[src/i3c_target_pkg.sv]
// I3C target shared types
package i3c_target_pkg;

  // one SDR data byte as seen on the bus
  typedef logic [7:0] byte_t;

  // 7-bit bus address, header bits 7:1
  typedef logic [6:0] addr7_t;

  // bit position inside a 9-bit frame, 0 to 8
  typedef logic [3:0] bit_idx_t;

  // protocol states of the target
  typedef enum logic [2:0] {
    IDLE,       // bus in STOP, nothing to do
    ADDR,       // shifting in the address header
    ADDR_ACK,   // driving the ACK bit
    WR_DATA,    // private write, data bits
    WR_TBIT,    // private write, parity T-bit
    RD_DATA,    // private read, data bits
    RD_TBIT,    // private read, end-of-data T-bit
    WAIT_SR     // not addressed, wait for Sr or STOP
  } target_state_t;

  // broadcast address, matched for writes only
  localparam addr7_t BCAST_ADDR = 7'h7E;

  // index of the last data bit in a frame
  localparam bit_idx_t LAST_DATA_BIT = 4'd7;

  // index of the ninth bit (ACK or T-bit)
  localparam bit_idx_t NINTH_BIT = 4'd8;

endpackage

[src/i3c_bit_counter.sv]
// SDR frame bit counter
`timescale 1ns/1ps

module i3c_bit_counter (
  input  logic                       clk_SCL_n,
  input  logic                       s0s1_RSTn,
  input  logic                       cnt_clr,
  input  logic                       scl_rise,
  output i3c_target_pkg::bit_idx_t   bit_idx,
  output logic                       frame_done
);

  logic last_bit;

  // bit_idx is the index of the bit taken on the next rise
  assign last_bit = (bit_idx == i3c_target_pkg::NINTH_BIT);

  always_ff @(posedge clk_SCL_n or negedge s0s1_RSTn) begin
    if (!s0s1_RSTn) begin
      bit_idx <= '0;
    end else if (cnt_clr) begin
      bit_idx <= '0;                    // START or idle bus
    end else if (scl_rise) begin
      if (last_bit) begin
        bit_idx <= '0;                  // wrap after the ninth bit
      end else begin
        bit_idx <= bit_idx + 4'd1;
      end
    end
  end

  // same cycle as the ninth sample
  assign frame_done = scl_rise & last_bit & ~cnt_clr;

endmodule

[src/i3c_bus_sampler.sv]
// SCL and SDA pin sampler
`timescale 1ns/1ps

module i3c_bus_sampler (
  input  logic clk_SCL_n,
  input  logic s0s1_RSTn,
  input  logic scl_in,
  input  logic sda_in,
  output logic sda_s,
  output logic scl_rise,
  output logic scl_fall,
  output logic start_det,
  output logic stop_det
);

  logic [1:0] scl_sync;                 // [1] is the safe stage
  logic [1:0] sda_sync;
  logic       scl_d;                    // previous sampled level
  logic       sda_d;

  // bus lines idle high, so the synchronizers reset to 1
  always_ff @(posedge clk_SCL_n or negedge s0s1_RSTn) begin
    if (!s0s1_RSTn) begin
      scl_sync <= 2'b11;
      sda_sync <= 2'b11;
      scl_d    <= 1'b1;
      sda_d    <= 1'b1;
    end else begin
      scl_sync <= {scl_sync[0], scl_in};
      sda_sync <= {sda_sync[0], sda_in};
      scl_d    <= scl_sync[1];
      sda_d    <= sda_sync[1];
    end
  end

  // event stage, pulses land 3 cycles after the pin change
  always_ff @(posedge clk_SCL_n or negedge s0s1_RSTn) begin
    if (!s0s1_RSTn) begin
      scl_rise  <= 1'b0;
      scl_fall  <= 1'b0;
      start_det <= 1'b0;
      stop_det  <= 1'b0;
    end else begin
      scl_rise  <= scl_sync[1] & ~scl_d;
      scl_fall  <= ~scl_sync[1] & scl_d;
      start_det <= scl_sync[1] & scl_d & sda_d & ~sda_sync[1];  // SDA falls, SCL high
      stop_det  <= scl_sync[1] & scl_d & ~sda_d & sda_sync[1];  // SDA rises, SCL high
    end
  end

  assign sda_s = sda_d;                 // aligned with scl_rise

endmodule

[src/i3c_rx_shifter.sv]
// SDR receive shifter with parity check
`timescale 1ns/1ps

module i3c_rx_shifter (
  input  logic                       clk_SCL_n,
  input  logic                       s0s1_RSTn,
  input  logic                       scl_rise,
  input  logic                       sda_s,
  input  i3c_target_pkg::bit_idx_t   bit_idx,
  output i3c_target_pkg::byte_t      rx_byte,
  output logic                       parity_ok
);

  logic data_bit;                       // bits 0 to 7
  logic tbit;                           // bit 8
  logic par_acc;                        // running XOR of the data bits

  assign data_bit = scl_rise & (bit_idx <= i3c_target_pkg::LAST_DATA_BIT);
  assign tbit     = scl_rise & (bit_idx == i3c_target_pkg::NINTH_BIT);

  // MSB arrives first
  always_ff @(posedge clk_SCL_n) begin
    if (data_bit) begin
      rx_byte <= {rx_byte[6:0], sda_s};
    end
  end

  always_ff @(posedge clk_SCL_n or negedge s0s1_RSTn) begin
    if (!s0s1_RSTn) begin
      par_acc   <= 1'b0;
      parity_ok <= 1'b1;
    end else begin
      if (data_bit) begin
        if (bit_idx == '0) begin
          par_acc <= sda_s;             // new frame
        end else begin
          par_acc <= par_acc ^ sda_s;
        end
      end
      if (tbit) begin
        parity_ok <= par_acc ^ sda_s;   // odd over all nine bits
      end
    end
  end

endmodule

[src/i3c_target.sv]
// I3C SDR target top level
`timescale 1ns/1ps

module i3c_target #(
  parameter i3c_target_pkg::addr7_t STATIC_ADDR = 7'h2A
) (
  input  logic                       clk_SCL_n,
  input  logic                       s0s1_RSTn,
  input  logic                       scl_in,
  input  logic                       sda_in,
  output logic                       sda_out,
  output logic                       sda_oena,
  input  logic                       fb_data_use,
  output i3c_target_pkg::byte_t      fb_datab,
  output logic                       fb_datab_done,
  output logic                       fb_datab_err,
  output logic                       fb_orun,
  input  logic                       tb_data_valid,
  input  i3c_target_pkg::byte_t      tb_datab,
  input  logic                       tb_end,
  output logic                       tb_datab_ack,
  output logic                       tb_urun_nack,
  output logic                       tb_urun,
  output logic                       int_start_seen,
  output logic                       int_sa_matched,
  output logic                       int_7e_matched,
  output logic                       int_in_STOP,
  output logic                       state_dir
);

  logic sda_s, scl_rise, scl_fall, start_det, stop_det;
  logic cnt_clr, frame_done, parity_ok;
  logic tx_load, tx_drive, ack_drive, tx_sda, tx_oena;
  i3c_target_pkg::bit_idx_t bit_idx;
  i3c_target_pkg::byte_t    rx_byte;

  i3c_bus_sampler sampler_i (
    .clk_SCL_n(clk_SCL_n), .s0s1_RSTn(s0s1_RSTn), .scl_in(scl_in), .sda_in(sda_in),
    .sda_s(sda_s), .scl_rise(scl_rise), .scl_fall(scl_fall),
    .start_det(start_det), .stop_det(stop_det));

  i3c_bit_counter counter_i (
    .clk_SCL_n(clk_SCL_n), .s0s1_RSTn(s0s1_RSTn), .cnt_clr(cnt_clr),
    .scl_rise(scl_rise), .bit_idx(bit_idx), .frame_done(frame_done));

  i3c_rx_shifter rx_i (
    .clk_SCL_n(clk_SCL_n), .s0s1_RSTn(s0s1_RSTn), .scl_rise(scl_rise), .sda_s(sda_s),
    .bit_idx(bit_idx), .rx_byte(rx_byte), .parity_ok(parity_ok));

  i3c_tx_shifter tx_i (
    .clk_SCL_n(clk_SCL_n), .s0s1_RSTn(s0s1_RSTn), .tx_load(tx_load),
    .load_byte(tb_datab), .load_more(~tb_end), .scl_fall(scl_fall),
    .tx_drive(tx_drive), .sda_out(tx_sda), .sda_oena(tx_oena));

  i3c_target_fsm #(.STATIC_ADDR(STATIC_ADDR)) fsm_i (
    .clk_SCL_n(clk_SCL_n), .s0s1_RSTn(s0s1_RSTn), .start_det(start_det),
    .stop_det(stop_det), .scl_fall(scl_fall), .frame_done(frame_done),
    .bit_idx(bit_idx), .rx_byte(rx_byte), .parity_ok(parity_ok),
    .fb_data_use(fb_data_use), .tb_data_valid(tb_data_valid), .tb_end(tb_end),
    .cnt_clr(cnt_clr), .tx_load(tx_load), .tx_drive(tx_drive), .ack_drive(ack_drive),
    .int_start_seen(int_start_seen), .int_sa_matched(int_sa_matched),
    .int_7e_matched(int_7e_matched), .int_in_STOP(int_in_STOP), .state_dir(state_dir),
    .fb_datab_done(fb_datab_done), .fb_datab_err(fb_datab_err), .fb_orun(fb_orun),
    .tb_datab_ack(tb_datab_ack), .tb_urun_nack(tb_urun_nack), .tb_urun(tb_urun));

  // ACK pulls SDA low, otherwise the read shifter owns the pin
  assign sda_out  = ack_drive ? 1'b0 : tx_sda;
  assign sda_oena = tx_oena | ack_drive;
  assign fb_datab = rx_byte;            // valid with fb_datab_done

endmodule

[src/i3c_target_fsm.sv]
// I3C target protocol FSM
`timescale 1ns/1ps

module i3c_target_fsm #(
  parameter i3c_target_pkg::addr7_t STATIC_ADDR = 7'h2A
) (
  input  logic                       clk_SCL_n,
  input  logic                       s0s1_RSTn,
  input  logic                       start_det,
  input  logic                       stop_det,
  input  logic                       scl_fall,
  input  logic                       frame_done,
  input  i3c_target_pkg::bit_idx_t   bit_idx,
  input  i3c_target_pkg::byte_t      rx_byte,
  input  logic                       parity_ok,
  input  logic                       fb_data_use,
  input  logic                       tb_data_valid,
  input  logic                       tb_end,
  output logic                       cnt_clr,
  output logic                       tx_load,
  output logic                       tx_drive,
  output logic                       ack_drive,
  output logic                       int_start_seen,
  output logic                       int_sa_matched,
  output logic                       int_7e_matched,
  output logic                       int_in_STOP,
  output logic                       state_dir,
  output logic                       fb_datab_done,
  output logic                       fb_datab_err,
  output logic                       fb_orun,
  output logic                       tb_datab_ack,
  output logic                       tb_urun_nack,
  output logic                       tb_urun
);

  i3c_target_pkg::target_state_t state, state_nxt;
  i3c_target_pkg::addr7_t        hdr_addr;
  logic hdr_rnw;
  logic byte_end;                       // SCL fall after data bit 7
  logic hdr_end;
  logic sa_hit;
  logic bc_hit;
  logic hdr_ack;
  logic rd_reload;                      // T-bit of 1 just finished
  logic rd_more;                        // T-bit value of the loaded byte
  logic wr_end;

  // header stays in rx_byte through the ACK bit
  assign hdr_addr  = rx_byte[7:1];
  assign hdr_rnw   = rx_byte[0];
  assign byte_end  = scl_fall & (bit_idx == i3c_target_pkg::NINTH_BIT);
  assign hdr_end   = (state == i3c_target_pkg::ADDR) & byte_end;
  assign sa_hit    = (hdr_addr == STATIC_ADDR);
  assign bc_hit    = (hdr_addr == i3c_target_pkg::BCAST_ADDR) & ~hdr_rnw;  // 7E/R is NACKed
  assign hdr_ack   = bc_hit | (sa_hit & (~hdr_rnw | tb_data_valid));
  assign rd_reload = (state == i3c_target_pkg::RD_TBIT) & scl_fall & rd_more;
  assign wr_end    = (state == i3c_target_pkg::WR_TBIT) & frame_done;

  always_comb begin
    state_nxt = state;
    case (state)
      i3c_target_pkg::ADDR:     if (hdr_end) state_nxt = hdr_ack ? i3c_target_pkg::ADDR_ACK
                                                                  : i3c_target_pkg::WAIT_SR;
      i3c_target_pkg::ADDR_ACK: if (scl_fall) begin
        if (hdr_addr == i3c_target_pkg::BCAST_ADDR) state_nxt = i3c_target_pkg::WAIT_SR;
        else if (hdr_rnw)                            state_nxt = i3c_target_pkg::RD_DATA;
        else                                         state_nxt = i3c_target_pkg::WR_DATA;
      end
      i3c_target_pkg::WR_DATA:  if (byte_end) state_nxt = i3c_target_pkg::WR_TBIT;
      i3c_target_pkg::WR_TBIT:  if (frame_done) state_nxt = i3c_target_pkg::WR_DATA;
      i3c_target_pkg::RD_DATA:  if (byte_end) state_nxt = i3c_target_pkg::RD_TBIT;
      i3c_target_pkg::RD_TBIT:  if (scl_fall) state_nxt = (rd_reload & tb_data_valid)
                                                        ? i3c_target_pkg::RD_DATA
                                                        : i3c_target_pkg::WAIT_SR;
      default: ;                        // IDLE and WAIT_SR sit until START
    endcase
    if (stop_det)       state_nxt = i3c_target_pkg::IDLE;
    else if (start_det) state_nxt = i3c_target_pkg::ADDR;  // also Sr
  end

  always_ff @(posedge clk_SCL_n or negedge s0s1_RSTn) begin
    if (!s0s1_RSTn) begin
      state          <= i3c_target_pkg::IDLE;
      int_start_seen <= 1'b0;
      int_in_STOP    <= 1'b1;
      state_dir      <= 1'b0;
      rd_more        <= 1'b0;
      fb_datab_done  <= 1'b0;
      fb_orun        <= 1'b0;
    end else begin
      state          <= state_nxt;
      int_start_seen <= start_det;
      fb_datab_done  <= wr_end & fb_data_use;
      fb_orun        <= wr_end & ~fb_data_use;  // byte dropped
      if (stop_det)        int_in_STOP <= 1'b1;
      else if (start_det)  int_in_STOP <= 1'b0;
      if (start_det | stop_det)  state_dir <= 1'b0;
      else if (hdr_end & hdr_ack) state_dir <= hdr_rnw;
      if (tx_load) rd_more <= ~tb_end;
    end
  end

  // parity_ok is registered on the ninth rise, valid with done
  assign fb_datab_err   = fb_datab_done & ~parity_ok;

  assign cnt_clr        = start_det | (state == i3c_target_pkg::IDLE);
  assign tx_load        = (hdr_end & sa_hit & hdr_rnw & tb_data_valid) |
                          (rd_reload & tb_data_valid);
  assign tb_datab_ack   = tx_load;
  assign tb_urun_nack   = hdr_end & sa_hit & hdr_rnw & ~tb_data_valid;
  assign tb_urun        = rd_reload & ~tb_data_valid;
  assign int_sa_matched = hdr_end & sa_hit;
  assign int_7e_matched = hdr_end & bc_hit;
  assign tx_drive       = (state == i3c_target_pkg::RD_DATA) |
                          (state == i3c_target_pkg::RD_TBIT);
  assign ack_drive      = (state == i3c_target_pkg::ADDR_ACK);

endmodule

[src/i3c_tx_shifter.sv]
// SDR transmit shifter
`timescale 1ns/1ps

module i3c_tx_shifter (
  input  logic                       clk_SCL_n,
  input  logic                       s0s1_RSTn,
  input  logic                       tx_load,
  input  i3c_target_pkg::byte_t      load_byte,
  input  logic                       load_more,
  input  logic                       scl_fall,
  input  logic                       tx_drive,
  output logic                       sda_out,
  output logic                       sda_oena
);

  logic [8:0] tx_sr;                    // data bits then the T-bit

  // load wins over a shift on the same fall
  always_ff @(posedge clk_SCL_n or negedge s0s1_RSTn) begin
    if (!s0s1_RSTn) begin
      tx_sr <= '1;
    end else if (tx_load) begin
      tx_sr <= {load_byte, load_more};
    end else if (scl_fall & tx_drive) begin
      tx_sr <= {tx_sr[7:0], 1'b1};      // next bit on each SCL fall
    end
  end

  assign sda_out  = tx_sr[8];
  assign sda_oena = tx_drive;           // only during read data and T-bit

endmodule

[config.mk]
export PLATFORM = sky130hd
export DESIGN_NAME = i3c_target
export DESIGN_NICKNAME = d
export VERILOG_FILES = /design/src/i3c_target_pkg.sv /design/src/i3c_bit_counter.sv /design/src/i3c_bus_sampler.sv /design/src/i3c_rx_shifter.sv /design/src/i3c_target.sv /design/src/i3c_target_fsm.sv /design/src/i3c_tx_shifter.sv
export SDC_FILE = /design/constraint.sdc
export NUM_CORES = 1
export LEC_CHECK = 0
export BUFFER_PORTS_ARGS = -buffer_cell sky130_fd_sc_hd__buf_4
export CAP_MARGIN = 20
export CORE_UTILIZATION = 45
export DETAILED_ROUTE_END_ITERATION = 7
export PLACE_DENSITY = 0.64
export RECOVER_POWER = 100
export SYNTH_ARGS = -nofsm -noshare
export SYNTH_HDL_FRONTEND = slang
export SYNTH_SLANG_ARGS = --single-unit
[constraint.sdc]
create_clock -name clk_SCL_n -period 5.21 [get_ports clk_SCL_n]
set_input_delay 0.2605 -clock clk_SCL_n [delete_from_list [all_inputs] [get_ports clk_SCL_n]]
set_output_delay 0.2605 -clock clk_SCL_n [all_outputs]
set_load 0.02 [all_outputs]
# Word-level counts from Yosys, hierarchy flattened
# Index checks and enable logic that the tools add are counted.
[classes]
n_bitwise = 47
eq_ne = 15
muxes = 24
n_reduce_logical = 8
magnitude_cmp = 1
addsub = 1
[ops]
columns = ["cell", "n"]
rows = [
  ["$mux W3", 11],
  ["$and A1 B1 Y1", 29],
  ["$mux W9", 2],
  ["$pmux W3 S6", 1],
  ["$ne A4 B3 Y1 const B", 4],
  ["$mux W4", 3],
  ["$not A1 Y1", 10],
  ["$eq A3 B3 Y1 const B", 3],
  ["$reduce_bool A2 Y1", 4],
  ["$reduce_bool A8 Y1", 1],
  ["$eq A7 B6 Y1 const B", 1],
  ["$eq A7 B7 Y1 const B", 1],
  ["$or A1 B1 Y1", 7],
  ["$reduce_and A7 Y1", 1],
  ["$eq A3 B2 Y1 const B", 2],
  ["$mux W1", 6],
  ["$add A4 B1 Y4 const B", 1],
  ["$eq A4 B4 Y1 const B", 1],
  ["$le A4 B3 Y1 const B", 1],
  ["$logic_not A4 Y1", 1],
  ["$ne A4 B1 Y1 const B", 1],
  ["$ne A4 B4 Y1 const B", 1],
  ["$eq A3 B1 Y1 const B", 1],
  ["$logic_not A3 Y1", 1],
  ["other kinds (2)", 2],
]
[word_totals]
input_bits = 15
wordCells = 116
out_inout_bits = 21
reg_bits = 42

# Logic depth before layout (Yosys ltp)
[depth]
ltp_word = 9
ltp_mapped = 8

# Hierarchy
# From an unflattened synthesis, not the netlist that was laid out.
[unflattened]
cells_unflattened = 196
area_unflattened_um2 = 2145.8
[modules_own_cells]
columns = ["mod", "n_inst", "area_per_inst_um2", "cells_per_inst"]
rows = [
  ["i3c_target_fsm", 1, 701.9, 84],
  ["i3c_tx_shifter", 1, 523.0, 51],
  ["i3c_rx_shifter", 1, 370.4, 19],
  ["i3c_bus_sampler", 1, 290.3, 14],
  ["i3c_bit_counter", 1, 241.5, 25],
  ["i3c_target", 1, 18.8, 3],
]

# Worst setup path after synthesis
# Ideal clock, no wire load.
[synth_path]
path_type = "register to output"
start = "register counter_i.bit_idx[0]"
end = "output tb_urun_nack"
path_slack_ps = 3103
path_stages_with_launch = 7
required_ps = 4950
arrival_ps = 1847
n_path_buf = 0
path_cell_list = "dfrtp_1 -> inv_1 -> ha_1 -> nand4b_1 -> or3_1 -> nor2_1 -> and2_1"
[synth_via]
elab_chain_len = 6
[synth_rtl]
columns = ["element", "line_no", "rtl"]
rows = [
  ["start: declaration", "i3c_bit_counter.sv:9", "output i3c_target_pkg::bit_idx_t bit_idx,"],
  ["start signal: assignment", "i3c_bit_counter.sv:27", "bit_idx <= bit_idx + 4'd1;"],
  ["$eq A4 B4 Y1", "i3c_target_fsm.sv:51", "assign byte_end = scl_fall & (bit_idx == i3c_target_pkg::NINTH_BIT);"],
  ["$and A1 B1 Y1", "i3c_target_fsm.sv:51", ""],
  ["$and A1 B1 Y1", "i3c_target_fsm.sv:52", "assign hdr_end = (state == i3c_target_pkg::ADDR) & byte_end;"],
  ["$and A1 B1 Y1", "-", ""],
  ["via int_sa_matched", "i3c_target.sv:25", "output logic int_sa_matched,"],
  ["$and A1 B1 Y1 (2 in a row)", "i3c_target_fsm.sv:110", "assign tb_urun_nack = hdr_end & sa_hit & hdr_rnw & ~tb_data_valid;"],
  ["end: declaration", "i3c_target.sv:22", "output logic tb_urun_nack,"],
]
# The timed path passes the listed nets, and every way through them passes these cells.

# Final worst setup path
[layout_path]
start = "register rx_i.rx_byte[0]"
end = "output tb_datab_ack"
[layout_via]
elab_chain_len = 3
[layout_rtl]
columns = ["element", "line_no", "rtl"]
rows = [
  ["start: declaration", "i3c_rx_shifter.sv:10", "output i3c_target_pkg::byte_t rx_byte,"],
  ["start signal: assignment", "i3c_rx_shifter.sv:24", "rx_byte <= {rx_byte[6:0], sda_s};"],
  ["$and A1 B1 Y1 (2 in a row)", "i3c_target_fsm.sv:107", "assign tx_load = (hdr_end & sa_hit & hdr_rnw & tb_data_valid) |"],
  ["$or A1 B1 Y1", "i3c_target_fsm.sv:107", ""],
  ["end: declaration", "i3c_target.sv:21", "output logic tb_datab_ack,"],
]
# Every way passes these cells.

==> out/metrics.csv <==
stage,metric,value,unit
critical_path,data required time of the critical path,4.95,ns
critical_path,worst-path cell chain,"or4b_1, nor4_1, o21ai_2, inv_1, clkbuf_1",
cts,CTS root buf,clkbuf_8,
flow_run,maxcap violations,1,
route,drt drc,0,
grt,met1 GRT Util,25.3,%
power,pwr dens,404,nW/um^2
sta,Worst-Margin Slew,1.86,ns
critical_path,Worst Setup Start Kind,flip-flop,
grt,largest net degree at the start of global routing,35,
synthesis,Synth cell types,47,
power,Peak VDD IR,0.244,mV
route,DR vias/cell,5.43,
place,gp weighted congestion,0.816,
critical_path,crit path DAT,2.60,ns
grt,antenna violations before repair,0,
final_layout,layout cells sized above 1,21.3,%
cts,Clock transition at path regs,0.08,ns
critical_path,CP max FO,18,
route,first-pass detailed-route iteration total,4,
status,failing checks,"max-capacitance violations, max-slew violations",
grt,GR Util met3,6.09,%
synthesis,"Net Count, Synth",197,
floorplanning,starting density of the core,48.7,%
route,"antenna viol nets, final",0,
sta,hold violation count in the final report,0,
floorplanning,I/O pin total,36,
route,Routed WL,4220,um
final_layout,fillers,377,
grt,gr ovfl total,0,
sta,RSZ-0062 raised after global routing,no,
critical_path,Crit path buffers/inverters,2,
synthesis,"FF+latch count, synth",42,
cts,clock tree buffer depth,2,
cts,CTS tree,yes,
place,Final HPWL DP,2990,um
route,iteration-0 DRC count of the detailed router,138,
status,status,finished with violations,
final_layout,nets,233,
route,via count,1445,
final_layout,"commonest cells after routing, fill and taps aside","nor2_1 (23), clkbuf_1 (19), dfrtp_1 (17), buf_4 (14), mux2i_1 (12)",
sta,Setup TNS Final,0,ns
synthesis,asr flop ratio synth,81.0,%
floorplanning,Die Area,4760,sq um
grt,gr usage total,19.3,%
synthesis,Syn Inst Count,179,
cts,TritonCTS buffer count,5,
critical_path,crit path kind,flip-flop to output port,
cts,Clock Latency Late Sink,0.30,ns
grt,wire length of the first global-routing pass,6440,um
floorplanning,Core Area,4140,sq um
sta,Worst slew margin,-23.9,%
critical_path,worst reg2reg setup slack,2.94,ns
sta,final slew viol count,35,
sta,post-route clock period utilization,54.9,%
synthesis,cell area after synthesis,2020,sq um
route,drt wl/cell,15.8,um
sta,Clock Skews,0.00912,ns
grt,busiest layer in global routing,met2,
synthesis,Ys Warns,0,
final_layout,"most common cell after layout, fill and taps aside",nor2_1,
floorplanning,Die Height,69.0,um
critical_path,Crit. End Element,output port,
cts,# H-tree levels,2,
final_layout,Area growth syn-to-layout,14.6,%
min_path,Hold Crit Class,input port to flip-flop,
power,total power,0.934,mW
cts,clock sinks,42,
critical_path,"Largest stage delay, worst path",0.51,ns
sta,fmax,0.349,GHz
place,number of port buffers,35,
final_layout,ANT cells,0,
synthesis,most used flip-flop cell after synthesis,dfstp_2,
grt,met2 usage,30.1,%
cts,# Post-CTS Setup Buffers,0,
power,leakage,0.956,nW
synthesis,synthesized area per cell,11.3,sq um
grt,vias in the first global route,1358,
synthesis,Post-synth EDFFs,8,
sta,Final setup viols,0,
critical_path,Worst path top cell family by delay,simple AND/OR/NAND/NOR gates,
floorplanning,Cell Rows,23,
floorplanning,Die Wd,69.0,um
sta,min cycle time layout,2.86,ns
synthesis,register area share after synthesis,55.1,%
critical_path,"slowest stage cell, crit path",edfxtp_1,
[timing repair]
item                                    CTS  global route
endpoints found under the setup margin    0             0
endpoints found under the hold margin    17             0
gates resized for setup                   0             0
hold buffers                              1             0
[path summary, 6_finish.rpt]
check / startpoint / end / cells past startpoint
worst min register to register: sampler_i.scl_sync[0] / sampler_i.scl_sync[1] / 0
max in group asynchronous: s0s1_RSTn / fsm_i.state[0] / 2
worst min-delay path: scl_in / sampler_i.scl_sync[0] / 1
worst max register to register: rx_i.rx_byte[0] / tx_i.tx_sr[1] / 5
worst max-delay path: rx_i.rx_byte[0] / tb_datab_ack / 5
min in group asynchronous: s0s1_RSTn / counter_i.bit_idx[1] / 2
[state kept, by name (all words and copies together) (netlist names)]
signal	flops
rx_i.parity_ok	1
sampler_i.start_det	1
fsm_i.int_in_STOP	1
sampler_i.scl_sync	2
fsm_i.state_dir	1
fsm_i.fb_datab_done	1
fsm_i.fb_orun	1
sampler_i.stop_det	1
rx_i.rx_byte	8
sampler_i.sda_sync	2
sampler_i.scl_d	1
sampler_i.scl_fall	1
fsm_i.int_start_seen	1
sampler_i.scl_rise	1
sampler_i.sda_s	1
fsm_i.rd_more	1
rx_i.par_acc	1
fsm_i.state	3
tx_i.tx_sr	9
counter_i.bit_idx	4
[where the power goes]
part           leakage (nW)  total (mW)  switching (mW)  internal, mW
logic                 0.434       0.275           0.158         0.117
clock network        0.0484       0.213           0.119        0.0946
registers             0.473       0.446          0.0688         0.377
[routing by layer]
layer / up-vias / part of all wire [%] / wire, um
met5: - / 0 / 0
met4: 0 / 0.74 / 31
met3: 4 / 4.2 / 175
met2: 31 / 49 / 2050
met1: 703 / 46 / 1960
li1: 707 / - / -
[cells in the mapped netlist (2+ instances only)]
| cell type | count | area share (%) |
|---|---|---|
| nor2_1 | 23 | 4.3 |
| dfrtp_1 | 17 | 21 |
| dfstp_2 | 17 | 22 |
| mux2i_1 | 12 | 6.0 |
| a21oi_2 | 8 | 3.5 |
| edfxtp_1 | 8 | 12 |
| inv_1 | 7 | 1.3 |
| a21oi_1 | 6 | 1.5 |
| nand2_1 | 6 | 1.1 |
| nand2b_1 | 5 | 1.5 |
| nor2b_1 | 5 | 1.5 |
| nor3_1 | 5 | 1.2 |
| o21ai_0 | 5 | 1.2 |
| o211ai_1 | 4 | 1.5 |
| and3_1 | 3 | 0.93 |
| ha_1 | 3 | 1.9 |
| nand3_1 | 3 | 0.74 |
| nand4b_1 | 3 | 1.3 |
| xor2_1 | 3 | 1.3 |
| a211oi_1 | 2 | 0.74 |
| a311oi_1 | 2 | 0.87 |
| buf_2 | 2 | 0.50 |
| clkbuf_1 | 2 | 0.37 |
| nand4_1 | 2 | 0.62 |
| nor3b_1 | 2 | 0.74 |
| or3_1 | 2 | 0.62 |
| xnor2_1 | 2 | 0.87 |
[final cells by class]
type / instances / area, sq um / share of cell area [%]
clock buffers: 5 / 68.8 / 2.98
clock inverters: 3 / 20.0 / 0.866
inverters: 7 / 26.3 / 1.14
multi-input cells: 123 / 821 / 35.5
flip-flops and latches: 42 / 1110 / 48.1
well taps: 50 / 62.6 / 2.71
repair buffers: 36 / 201 / 8.71
[kinds of logic after synthesis]
logic type	share of synthesized area [%]
adder cells (fa/ha/maj)	1.86
AO/OA/AOI/OAI	12.3
flip-flops	55.1
multiplexers	5.95
AND/OR/NAND/NOR	19.3
XOR/XNOR	2.17
buffers and inverters	3.29
[worst reg2reg max path: cells and delay by family, from the launching register on]
family           cells  cell delay, ns
flip-flops           1            0.51
AO/OA/AOI/OAI        2            0.42
AND/OR/NAND/NOR      3            1.25
[per-stage QoR]
stage          instances  hold WS, ns  area, sq um  utilization [%]  setup slack [ns]
5_1_grt              266       0.0440         2310             55.8              2.22
2_1_floorplan        179      -0.0351         2020                -              3.10
3_3_place_gp         257        0.224         2300             55.6              2.98
4_1_cts              266       0.0532         2400             58.0              2.55
6_report             266       0.0684         2310             55.8              2.35
3_5_place_dp         257        0.236         2300             55.6              2.89
(Power assumes the default switching activity.)
